## config.mk

```make
export PLATFORM = sky130hd
export DESIGN_NAME = u1_ctrl_top
export DESIGN_NICKNAME = d
export VERILOG_FILES = /design/src/verilog/u1_ctrl_pkg.sv /design/src/verilog/u1_ctrl_top.sv /design/src/verilog/readback_mux_16.sv /design/src/verilog/setting_reg.sv /design/src/verilog/settings_bus_16.sv /design/src/verilog/misc_ctrl_regs.sv /design/src/verilog/wb_addr_decode.sv
export SDC_FILE = /design/constraint.sdc
export NUM_CORES = 1
export LEC_CHECK = 0
export ABC_AREA = 1
export BUFFER_PORTS_ARGS = -buffer_cell sky130_fd_sc_hd__buf_4
export CAP_MARGIN = 20
export CORE_AREA = 2 2 228 230
export CTS_BUF_LIST = sky130_fd_sc_hd__clkbuf_2 sky130_fd_sc_hd__clkbuf_4 sky130_fd_sc_hd__clkbuf_8
export DETAILED_ROUTE_END_ITERATION = 7
export DIE_AREA = 0 0 230 232
export GPL_ROUTABILITY_DRIVEN = 1
export PLACE_DENSITY = 0.51
export SYNTH_ARGS = -nofsm -noshare
export SYNTH_HDL_FRONTEND = slang
export SYNTH_SLANG_ARGS = --single-unit
```

## constraint.sdc

```tcl
create_clock -name wb_clk -period 1.6 [get_ports wb_clk]
set_clock_uncertainty 0.15 [all_clocks]
set_input_delay 0.24 -clock wb_clk [delete_from_list [all_inputs] [get_ports wb_clk]]
set_output_delay 0.24 -clock wb_clk [all_outputs]
set_load 0.05 [all_outputs]
```

## src/verilog/u1_ctrl_pkg.sv

```systemverilog
package u1_ctrl_pkg;

   //////////////////////////////////////////////////////////////////////
   // bus widths and word types

   localparam int WB_DATA_W = 16;
   localparam int WB_ADDR_W = 11;
   localparam int SET_ADDR_W = 8;
   localparam int SET_DATA_W = 32;

   typedef logic [WB_DATA_W-1:0]  wb_data_t;   // host bus data word
   typedef logic [WB_ADDR_W-1:0]  wb_addr_t;   // host bus byte address
   typedef logic [SET_ADDR_W-1:0] set_addr_t;  // settings register index
   typedef logic [SET_DATA_W-1:0] set_data_t;  // settings word

   //////////////////////////////////////////////////////////////////////
   // slave regions, picked by the top address bits

   localparam int REGION_W = 4;   // 128 bytes per region

   typedef logic [REGION_W-1:0] region_t;
   typedef logic [WB_ADDR_W-REGION_W-1:0] reg_offs_t;   // offset inside a region

   localparam region_t REGION_MISC     = 4'd0;
   localparam region_t REGION_READBACK = 4'd7;
   localparam region_t REGION_SETTINGS = 4'd8;   // also answers region 9

   //////////////////////////////////////////////////////////////////////
   // misc control register byte offsets

   localparam reg_offs_t REG_LEDS        = 7'd0;
   localparam reg_offs_t REG_CGEN_CTRL   = 7'd4;
   localparam reg_offs_t REG_CGEN_ST     = 7'd6;    // read only
   localparam reg_offs_t REG_TEST        = 7'd8;
   localparam reg_offs_t REG_RX_FRAMELEN = 7'd10;   // write only
   localparam reg_offs_t REG_XFER_RATE   = 7'd14;   // write only
   localparam reg_offs_t REG_COMPAT      = 7'd16;   // read only

   // fixed read values
   localparam wb_data_t COMPAT_NUM    = 16'h0004;
   localparam wb_data_t UNMAPPED_READ = 16'hBEEF;

endpackage
```

## src/verilog/u1_ctrl_top.sv

```systemverilog
module u1_ctrl_top
   #(parameter int NUM_SETTINGS = 8)
   (input  logic                   wb_clk,
    input  logic                   wb_rst,
    input  u1_ctrl_pkg::wb_addr_t  wb_adr_i,
    input  u1_ctrl_pkg::wb_data_t  wb_dat_i,
    input  logic                   wb_we_i,
    input  logic                   wb_cyc_i,
    input  logic                   wb_stb_i,
    output u1_ctrl_pkg::wb_data_t  wb_dat_o,
    output logic                   wb_ack_o,
    input  logic                   cgen_st_status_i,
    input  logic                   cgen_st_ld_i,
    input  logic                   cgen_st_refmon_i,
    output logic [2:0]             led_o,
    output logic                   cgen_sync_b_o,
    output logic                   cgen_ref_sel_o,
    output logic [7:0]             frames_per_packet_o,
    output logic [15:0]            test_len_o,
    output logic [7:0]             test_rate_o,
    output logic [3:0]             test_ctrl_o,
    output logic [NUM_SETTINGS-1:0] setting_changed_o);

   import u1_ctrl_pkg::*;

   logic      misc_stb, setting_stb, rb_stb;
   logic      misc_ack, setting_ack, rb_ack;
   wb_data_t  misc_dat, rb_dat;

   logic      set_stb;
   set_addr_t set_addr;
   set_data_t set_data;

   set_data_t [NUM_SETTINGS-1:0] setting_words;   // one slice per setting_reg

   //////////////////////////////////////////////////////////////////////
   // single master decode

   wb_addr_decode wb_addr_decode_i
      (.wb_adr_i(wb_adr_i), .wb_cyc_i(wb_cyc_i), .wb_stb_i(wb_stb_i),
       .misc_ack_i(misc_ack), .misc_dat_i(misc_dat),
       .setting_ack_i(setting_ack),
       .rb_ack_i(rb_ack), .rb_dat_i(rb_dat),
       .misc_stb_o(misc_stb), .setting_stb_o(setting_stb), .rb_stb_o(rb_stb),
       .wb_ack_o(wb_ack_o), .wb_dat_o(wb_dat_o));

   //////////////////////////////////////////////////////////////////////
   // slave 0, board control and status

   misc_ctrl_regs misc_ctrl_regs_i
      (.wb_clk(wb_clk), .wb_rst(wb_rst),
       .stb_i(misc_stb), .we_i(wb_we_i), .adr_i(wb_adr_i[6:0]), .dat_i(wb_dat_i),
       .dat_o(misc_dat), .ack_o(misc_ack),
       .cgen_st_status_i(cgen_st_status_i), .cgen_st_ld_i(cgen_st_ld_i),
       .cgen_st_refmon_i(cgen_st_refmon_i),
       .led_o(led_o), .cgen_sync_b_o(cgen_sync_b_o), .cgen_ref_sel_o(cgen_ref_sel_o),
       .frames_per_packet_o(frames_per_packet_o), .test_len_o(test_len_o),
       .test_rate_o(test_rate_o), .test_ctrl_o(test_ctrl_o));

   //////////////////////////////////////////////////////////////////////
   // slave 8/9, settings bus and its registers

   settings_bus_16 settings_bus_16_i
      (.wb_clk(wb_clk), .wb_rst(wb_rst),
       .stb_i(setting_stb), .we_i(wb_we_i), .adr_i(wb_adr_i), .dat_i(wb_dat_i),
       .ack_o(setting_ack),
       .set_stb_o(set_stb), .set_addr_o(set_addr), .set_data_o(set_data));

   for (genvar i = 0; i < NUM_SETTINGS; i++)
   begin : g_setting
      setting_reg #(.MY_ADDR(i)) setting_reg_i
         (.wb_clk(wb_clk), .wb_rst(wb_rst),
          .set_stb_i(set_stb), .set_addr_i(set_addr), .set_data_i(set_data),
          .value_o(setting_words[i]), .changed_o(setting_changed_o[i]));
   end

   //////////////////////////////////////////////////////////////////////
   // slave 7, setting readback

   readback_mux_16 #(.NUM_SETTINGS(NUM_SETTINGS)) readback_mux_16_i
      (.wb_clk(wb_clk), .wb_rst(wb_rst),
       .stb_i(rb_stb), .adr_i(wb_adr_i[5:0]), .words_i(setting_words),
       .dat_o(rb_dat), .ack_o(rb_ack));

endmodule

```

## src/verilog/readback_mux_16.sv

```systemverilog
module readback_mux_16
   #(parameter int NUM_SETTINGS = 8)
   (input  logic                                     wb_clk,
    input  logic                                     wb_rst,
    input  logic                                     stb_i,
    input  logic [5:0]                               adr_i,
    input  u1_ctrl_pkg::set_data_t [NUM_SETTINGS-1:0] words_i,
    output u1_ctrl_pkg::wb_data_t                    dat_o,
    output logic                                     ack_o);

   import u1_ctrl_pkg::*;

   logic [3:0] word_idx;
   set_data_t  word;
   wb_data_t   half;

   assign word_idx = adr_i[5:2];

   // indices past the last setting read zero
   always_comb
   begin
      word = '0;
      if (int'(word_idx) < NUM_SETTINGS)
         word = words_i[word_idx];
   end

   assign half = adr_i[1] ? word[31:16] : word[15:0];   // bit 1 picks the half

   always_ff @(posedge wb_clk)
   begin
      if (wb_rst)
         ack_o <= 1'b0;
      else
         ack_o <= stb_i & ~ack_o;   // one cycle, never back to back
   end

   always_ff @(posedge wb_clk)
   begin
      if (stb_i)
         dat_o <= half;
   end

endmodule

```

## src/verilog/setting_reg.sv

```systemverilog
module setting_reg
   #(parameter int MY_ADDR = 0)
   (input  logic                   wb_clk,
    input  logic                   wb_rst,
    input  logic                   set_stb_i,
    input  u1_ctrl_pkg::set_addr_t set_addr_i,
    input  u1_ctrl_pkg::set_data_t set_data_i,
    output u1_ctrl_pkg::set_data_t value_o,
    output logic                   changed_o);

   import u1_ctrl_pkg::*;

   logic hit;

   assign hit = set_stb_i && (set_addr_i == set_addr_t'(MY_ADDR));

   always_ff @(posedge wb_clk)
   begin
      if (wb_rst)
      begin
         value_o   <= '0;
         changed_o <= 1'b0;
      end
      else
      begin
         changed_o <= hit;   // single cycle, strobe lasts one cycle
         if (hit)
            value_o <= set_data_i;
      end
   end

endmodule

```

## src/verilog/settings_bus_16.sv

```systemverilog
module settings_bus_16
   (input  logic                   wb_clk,
    input  logic                   wb_rst,
    input  logic                   stb_i,
    input  logic                   we_i,
    input  u1_ctrl_pkg::wb_addr_t  adr_i,
    input  u1_ctrl_pkg::wb_data_t  dat_i,
    output logic                   ack_o,
    output logic                   set_stb_o,
    output u1_ctrl_pkg::set_addr_t set_addr_o,
    output u1_ctrl_pkg::set_data_t set_data_o);

   import u1_ctrl_pkg::*;

   wb_data_t lo_half;   // low half waits here for its high half
   logic     wr;

   assign ack_o = stb_i;   // no wait states, reads included
   assign wr    = stb_i & we_i;

   always_ff @(posedge wb_clk)
   begin
      if (wb_rst)
      begin
         lo_half    <= '0;
         set_stb_o  <= 1'b0;
         set_addr_o <= '0;
         set_data_o <= '0;
      end
      else
      begin
         set_stb_o <= wr & adr_i[1];   // one cycle per high half write
         if (wr && !adr_i[1])
            lo_half <= dat_i;
         if (wr && adr_i[1])
         begin
            set_addr_o <= {2'b00, adr_i[7:2]};
            set_data_o <= {dat_i, lo_half};
         end
      end
   end

endmodule

```

## src/verilog/misc_ctrl_regs.sv

```systemverilog
module misc_ctrl_regs
   (input  logic                   wb_clk,
    input  logic                   wb_rst,
    input  logic                   stb_i,
    input  logic                   we_i,
    input  u1_ctrl_pkg::reg_offs_t adr_i,
    input  u1_ctrl_pkg::wb_data_t  dat_i,
    output u1_ctrl_pkg::wb_data_t  dat_o,
    output logic                   ack_o,
    input  logic                   cgen_st_status_i,
    input  logic                   cgen_st_ld_i,
    input  logic                   cgen_st_refmon_i,
    output logic [2:0]             led_o,
    output logic                   cgen_sync_b_o,
    output logic                   cgen_ref_sel_o,
    output logic [7:0]             frames_per_packet_o,
    output logic [15:0]            test_len_o,
    output logic [7:0]             test_rate_o,
    output logic [3:0]             test_ctrl_o);

   import u1_ctrl_pkg::*;

   logic [2:0]  reg_leds;
   logic [1:0]  reg_cgen_ctrl;   // {sync_b, ref_sel}
   wb_data_t    reg_test;
   logic [11:0] xfer_rate;       // {ctrl, rate}
   logic [7:0]  frames_per_packet;

   always_ff @(posedge wb_clk)
   begin
      if (wb_rst)
      begin
         reg_leds          <= '0;
         reg_cgen_ctrl     <= 2'b11;   // sync_b released, external ref
         reg_test          <= '0;
         xfer_rate         <= '0;
         frames_per_packet <= '0;
      end
      else if (stb_i && we_i)
      begin
         case (adr_i)
            REG_LEDS        : reg_leds          <= dat_i[2:0];
            REG_CGEN_CTRL   : reg_cgen_ctrl     <= dat_i[1:0];
            REG_TEST        : reg_test          <= dat_i;
            REG_RX_FRAMELEN : frames_per_packet <= dat_i[7:0];
            REG_XFER_RATE   : xfer_rate         <= dat_i[11:0];
            default         : ;
         endcase
      end
   end

   // board LEDs are not wired in bit order
   assign {led_o[2], led_o[0], led_o[1]} = reg_leds;
   assign {cgen_sync_b_o, cgen_ref_sel_o} = reg_cgen_ctrl;
   assign test_ctrl_o         = xfer_rate[11:8];
   assign test_rate_o         = xfer_rate[7:0];
   assign test_len_o          = reg_test;
   assign frames_per_packet_o = frames_per_packet;

   always_comb
   begin
      case (adr_i)
         REG_LEDS      : dat_o = {13'd0, reg_leds};
         REG_CGEN_CTRL : dat_o = {14'd0, reg_cgen_ctrl};
         REG_CGEN_ST   : dat_o = {13'd0, cgen_st_status_i, cgen_st_ld_i, cgen_st_refmon_i};
         REG_TEST      : dat_o = reg_test;
         REG_COMPAT    : dat_o = COMPAT_NUM;
         default       : dat_o = UNMAPPED_READ;
      endcase
   end

   assign ack_o = stb_i;   // no wait states

endmodule

```

## src/verilog/wb_addr_decode.sv

```systemverilog
module wb_addr_decode
   (input  u1_ctrl_pkg::wb_addr_t wb_adr_i,
    input  logic                  wb_cyc_i,
    input  logic                  wb_stb_i,
    input  logic                  misc_ack_i,
    input  u1_ctrl_pkg::wb_data_t misc_dat_i,
    input  logic                  setting_ack_i,
    input  logic                  rb_ack_i,
    input  u1_ctrl_pkg::wb_data_t rb_dat_i,
    output logic                  misc_stb_o,
    output logic                  setting_stb_o,
    output logic                  rb_stb_o,
    output logic                  wb_ack_o,
    output u1_ctrl_pkg::wb_data_t wb_dat_o);

   import u1_ctrl_pkg::*;

   region_t region;
   logic    bus_req;
   logic    misc_sel, setting_sel, rb_sel;

   assign region  = wb_adr_i[WB_ADDR_W-1 -: REGION_W];
   assign bus_req = wb_cyc_i & wb_stb_i;

   // settings slave is double wide, lowest region bit ignored
   assign misc_sel    = (region == REGION_MISC);
   assign rb_sel      = (region == REGION_READBACK);
   assign setting_sel = (region[REGION_W-1:1] == REGION_SETTINGS[REGION_W-1:1]);

   assign misc_stb_o    = bus_req & misc_sel;
   assign setting_stb_o = bus_req & setting_sel;
   assign rb_stb_o      = bus_req & rb_sel;

   //////////////////////////////////////////////////////////////////////
   // return path, muxed by region

   always_comb
   begin
      wb_ack_o = 1'b0;   // unmapped regions never ack
      wb_dat_o = '0;
      if (misc_sel)
      begin
         wb_ack_o = misc_ack_i;
         wb_dat_o = misc_dat_i;
      end
      else if (rb_sel)
      begin
         wb_ack_o = rb_ack_i;
         wb_dat_o = rb_dat_i;
      end
      else if (setting_sel)
      begin
         wb_ack_o = setting_ack_i;   // settings reads return zero
      end
   end

endmodule

```

Yosys cells after proc, flatten, opt, wreduce, memory -nomap -nowiden
Index checks and enable logic that the tools add are counted.
{ "word_totals": {"output_inout_bits": 66, "word_cells": 82, "in_bits": 35, "ff_bits": 377} }
{ "op_classes": {"bitwise": 8, "eq_ne": 15, "n_reduce_logical": 20, "muxes": 10, "n_lt_le_gt_ge": 2} }
{ "ops": {"columns": ["op", "n"], "rows": [
  ["binary-select mux 32 bit (select 3 bit)", 1],
  ["case mux 16 bit (5 select lines)", 1],
  ["two-way mux 32 bit", 2],
  ["two-way mux 16 bit", 3],
  ["equality test 6 x 3 -> 1 bit, second input constant", 4],
  ["equality test 7 x 4 -> 1 bit, second input constant", 3],
  ["equality test 7 x 3 -> 1 bit, second input constant", 2],
  ["equality test 6 x 2 -> 1 bit, second input constant", 2],
  ["logical AND 1 bit", 11],
  ["AND reduction 2 bit", 5],
  ["zero test 8 bit", 1],
  ["< comparator 4 bit, second input constant", 2],
  ["AND 1 bit", 7],
  ["equality test 7 x 5 -> 1 bit, second input constant", 1],
  ["zero test 7 bit", 1],
  ["equality test 6 x 1 -> 1 bit, second input constant", 1],
  ["equality test 4 x 3 -> 1 bit, second input constant", 1],
  ["zero test 4 bit", 1],
  ["equality test 3 bit, second input constant", 1],
  ["two-way mux 1 bit", 3],
  ["zero test 1 bit", 1],
  ["NOT 1 bit", 1]
]} }

Depth between registers and ports, before layout
{ "depth": {"depth_word": 5, "ltp_mapped": 10, "mapped_depth_nobuf": 9} }

Modules after synthesis
Synthesis repeated with hierarchy kept, for this count alone.
{ "unflattened": {"cells_unflattened": 3403, "area_unflattened_um2": 20607.3} }
{ "by_module_without_submodules": {"columns": ["mod", "cells_per_inst", "seq_area_each_um2", "n_inst", "area_each_um2"], "rows": [
  ["readback_mux_16", 910, 500.5, 1, 4155.2],
  ["setting_reg (g_setting[1].setting_reg_i ...)", 222, 660.6, 2, 1493.9],
  ["setting_reg (g_setting[5].setting_reg_i ...)", 220, 660.6, 2, 1460.2],
  ["settings_bus_16", 350, 1101.1, 1, 2245.9],
  ["misc_ctrl_regs", 308, 820.8, 1, 1991.9],
  ["setting_reg (g_setting[7].setting_reg_i)", 224, 660.6, 1, 1516.5],
  ["setting_reg (g_setting[0].setting_reg_i)", 219, 660.6, 1, 1486.4],
  ["setting_reg (g_setting[4].setting_reg_i)", 218, 660.6, 1, 1482.7],
  ["setting_reg (g_setting[3].setting_reg_i)", 220, 660.6, 1, 1476.4],
  ["wb_addr_decode", 70, 0.0, 1, 344.1]
]} }

Worst setup path after synthesis
OpenSTA, ideal clock, no wires.
{ "synth_path": {"kind": "input-to-output", "from": "in wb_adr_i[1]", "to": "out wb_dat_o[10]", "slack_ns": -0.297, "path_stages": 9, "arrival_ns": 1.507, "path_buffers": 2, "t_required_ns": 1.210, "path_cell_list": "buf_6 inv_2 nor2_1 nand2_1 nor2_1 nor2_1 nand3_1 buf_4 nand3_1"} }
{ "synth_via": {"elab_chain_len": 3, "word_cells_on_any_way": 7, "cone_classes": "eq/ne (4); mux (2); reduce/logical (1)"} }
{ "synth_lines": {"columns": ["element", "line", "text"], "rows": [
  ["start, declared", "u1_ctrl_top.sv:5", "input u1_ctrl_pkg::wb_addr_t wb_adr_i,"],
  ["equality test 7 x 5 -> 1 bit, or another cell as far along", "misc_ctrl_regs.sv:62", "case (adr_i)"],
  ["case mux 16 bit (5 select lines) (*)", "misc_ctrl_regs.sv:62", null],
  ["two-way mux 16 bit (*)", "wb_addr_decode.sv:41", "if (misc_sel)"],
  ["end, declared", "u1_ctrl_top.sv:10", "output u1_ctrl_pkg::wb_data_t wb_dat_o,"]
]} }
Every way passes the cells marked *; elsewhere a longest branch is shown, timed or not.

Worst setup path in the final report
{ "layout_path": {"from": "reg readback_mux_16_i.dat_o[2]", "to": "out wb_dat_o[2]"} }
{ "layout_via": {"elab_chain_len": 2} }
{ "layout_lines": {"columns": ["element", "line", "text"], "rows": [
  ["start, declared", "readback_mux_16.sv:8", "output u1_ctrl_pkg::wb_data_t dat_o,"],
  ["start signal, assigned", "readback_mux_16.sv:40", "dat_o <= half;"],
  ["two-way mux 16 bit", "wb_addr_decode.sv:46", "else if (rb_sel)"],
  ["two-way mux 16 bit", "wb_addr_decode.sv:41", null]
]} }
No other way between the ends.

==> flow_metrics.py <==
metrics = {
    "outcome": {
        "status": "finished, violations left",
        "violations": "negative setup slack",
    },
    "logic_synthesis": {
        "synth_top_flop_cell": "dfxtp_1",
        "async_reset_ff_frac": 0,
        "yosys_warnings": 0,
        "yosys.area.top_type": "dfxtp_1",
        "syn-num-nets": 2014,
        "netlist_instances": 1979,
        "synth_top_area_frac": 0.479,
        "yosysMostFrequentCell": "nand2_1",
        "ys_types": 27,
        "synth_edf_count": 16,
        "ys_seq_elements": 377,
        "synthesis.area_um2": 15100,
        "synthTopCellsByCount": "nand2_1 (495), dfxtp_1 (361), a21oi_1 (310), o21ai_0 (292), nor2_1 (92)",
        "syn_area_per_cell_um2": 7.62,
        "synthTopCellsByArea": "dfxtp_1 (48%), nand2_1 (12%), a21oi_1 (10%)",
        "seq_area_frac_synth": 0.511,
    },
    "sta": {
        "max_freq_mhz": 501,
        "slew-limit-headroom": 0.599,
        "fin_ws_ps": -398,
        "hold_violations": 0,
        "min_period_ps": 2000,
        "drv_slew": 0,
        "min_period_over_period": 1.25,
        "tightest_slew_ps": 602,
        "grt_setup_unrepaired": "yes",
        "setup_viol": 273,
        "setup-tns-final_ps": -59450,
    },
    "global_route": {
        "antenna_found_initial": 3,
        "grt.overflow.total": 0,
        "grt_use_total": 0.248,
        "grt_pass1_wl_um": 100000,
        "grt_max_degree": 70,
        "grt_pass1_vias": 15900,
    },
    "routing": {
        "drt_wl_total_um": 69400,
        "drt-initial-drc-count": 1413,
        "ant_nets": 0,
        "drc": 0,
        "routed_via_density": 5.39,
        "drtPass1Iterations": 5,
        "num_vias": 16200,
        "wl_per_cell_um": 23.1,
    },
    "cts": {
        "numCtsBuffers": 67,
        "cts_buffer_depth": 3,
        "cts_tree": "built",
        "clock_sinks": 377,
        "htreeDepth": 3,
        "insertion_delay_ps": 640,
        "clockRootBuffer": "clkbuf_8",
        "clk_pin_slew_ps": 60,
    },
    "floorplan": {
        "die_h_um": 232,
        "die_area_um2": 53400,
        "io_pins": 101,
        "initial_core_util": 0.296,
        "core_um2": 50900,
        "fp.dieW_um": 230,
        "rows": 83,
    },
    "place": {
        "place.gp.congestion": 0.847,
        "pre_cts_ws_ps": -264,
        "dpl_cell_area_um2": 17700,
        "dp_cells": 2725,
        "port_buffers": 100,
        "hpwl_um": 31800,
    },
    "worst_setup_path": {
        "arrival_ps": 1610,
        "start_kind": "flop",
        "crit_chain": "nand2_1, nand2_1, inv_1, nand2_2, buf_6",
        "worst_path_max_delay_cell": "edfxtp_1",
        "crit_path_max_incr_delay_ps": 510,
        "r2r_start": "settings_bus_16_i.set_addr_o[5]",
        "timing_worst_setup_path_type": "reg -> out",
        "r2r_cells": 11,
        "reg2reg_slack_ps": -320,
        "required_ps": 1210,
        "cp_max_fo": 1,
        "cpLargestDelayFamily": "flip-flops",
        "worst-path-buf-inv": 2,
        "cpMostUsedCell": "nand2_1",
        "r2r_end": "g_setting[7].setting_reg_i.value_o[16]",
        "crit_path_end_kind": "output pin",
    },
    "power_and_ir_drop": {
        "power.switching_mw": 5.07,
        "swShare": 0.252,
        "p_leak_nw": 9.15,
        "p_per_area_nw_per_um2": 823,
        "peakVddDrop_mv": 0.481,
        "p_total_mw": 20.2,
        "share_comb_of_total_power": 0.063,
        "pwr-share-clk": 0.468,
        "internal-power_mw": 15.1,
        "power_frac_seq": 0.469,
    },
    "run": {
        "maxCapViolations": 0,
    },
    "layout": {
        "final_nets": 2321,
        "final_area_um2": 24500,
        "drive_above_1_share": 0.414,
        "area_growth_pct": 62.3,
        "fin_cells": 3012,
    },
    "min_path": {
        "min_to": "readback_mux_16_i.dat_o[9]",
        "hold_class": "in -> reg",
        "hp-start": "wb_adr_i[1]",
        "hold_depth": 4,
    },
}
stage by stage:
stage / hold slack [ps] / utilization
after floorplan: 239 / -
after global placement: 282 / 0.347
after detailed placement: 283 / 0.347
after CTS: 3.62 / 0.464
after global routing: 32.3 / 0.481
final: 50.5 / 0.481
logic make-up (layout without fill, tap and decap cells):
family / count (synthesis) / after routing / synth area share
AO/OA/AOI/OAI: 642 / 642 / 0.214
buffers and inverters: 238 / 590 / 0.0692
other: 0 / 1 / 0
AND/OR/NAND/NOR: 722 / 722 / 0.206
flip-flops: 377 / 377 / 0.511
how the worst max path moves through the flow:
stage / startpoint / endpoint / slack, ps / cells after the start
floorplan: wb_adr_i[1] / wb_dat_o[10] / -20 / 9
global placement: wb_adr_i[3] / readback_mux_16_i.dat_o[15] / -260 / 11
detailed placement: wb_adr_i[2] / readback_mux_16_i.dat_o[3] / -260 / 11
CTS: readback_mux_16_i.dat_o[2] / wb_dat_o[2] / -420 / 5
global route: readback_mux_16_i.dat_o[2] / wb_dat_o[2] / -440 / 5
finish: readback_mux_16_i.dat_o[2] / wb_dat_o[2] / -400 / 5
per-layer routing:
metal / up-vias / wire length, µm / GRT usage / share of wire
met1: 8000 / 29000 / 0.332 / 0.42
met5: - / 0 / 0 / 0
met2: 743 / 31900 / 0.385 / 0.46
met3: 192 / 5600 / 0.0527 / 0.081
li1: 7296 / - / - / -
met4: 0 / 2900 / 0.106 / 0.042
cell usage in the layout, fill, tap and decap left out, drive strengths merged:
master	instances
a21oi	310
nor3	8
clkinv	38
o211ai	2
diode	1
nand3	39
nand2	498
nor4	1
clkbuf	113
dlymetal6s4s	1
o21ai	329
a211o	1
buf	356
dfxtp	361
dlygate4sd3	24
edfxtp	16
nor2	111
clkinvlp	4
inv	54
nand4	65
flip-flops by register name, indices dropped and copies added (netlist names):
register / flops
misc_ctrl_regs_i.xfer_rate: 12
misc_ctrl_regs_i.frames_per_packet_o: 8
misc_ctrl_regs_i.test_len_o: 16
settings_bus_16_i.lo_half: 16
misc_ctrl_regs_i.reg_cgen_ctrl: 2
g_setting.setting_reg_i.changed_o: 8
readback_mux_16_i.ack_o: 1
settings_bus_16_i.set_data_o: 32
g_setting.setting_reg_i.value_o: 256
readback_mux_16_i.dat_o: 16
settings_bus_16_i.set_addr_o: 6
misc_ctrl_regs_i.reg_leds: 3
settings_bus_16_i.set_stb_o: 1
final cells by class:
type,count,area [µm²]
Timing Repair Buffer,390,5740
Sequential cell,377,7780
Fill cell,4596,26400
Inverter,86,335
Multi-Input combinational cell,1364,8390
Antenna cell,1,2.50
Tap cell,680,851
Clock buffer,104,1310
Clock inverter,10,66.3
what timing repair did:
action,in CTS,in global routing
gates cloned,63,9
hold endpoints to repair,166,0
buffers inserted,98,25
resized for setup,571,418
endpoints found under the setup margin,309,311
pin swaps,103,106
hold buffers,33,0
tightest hold or removal path, stage by stage:
cell and delay, ps:
buf_4 150, buf_4 220, nand2_1 70, nand2_1 50
power groups by stage:
stage          clock [mW]  sequential, mW  combinational, mW
2_1_floorplan           0            9.67              0.473
3_3_place_gp            0            9.68               1.02
3_5_place_dp            0            9.68               1.01
4_1_cts              9.46            9.47               1.18
5_1_grt              9.94            9.45               1.32
6_report             9.42            9.46               1.27
Note: power is estimated with default switching activity, not from simulation.
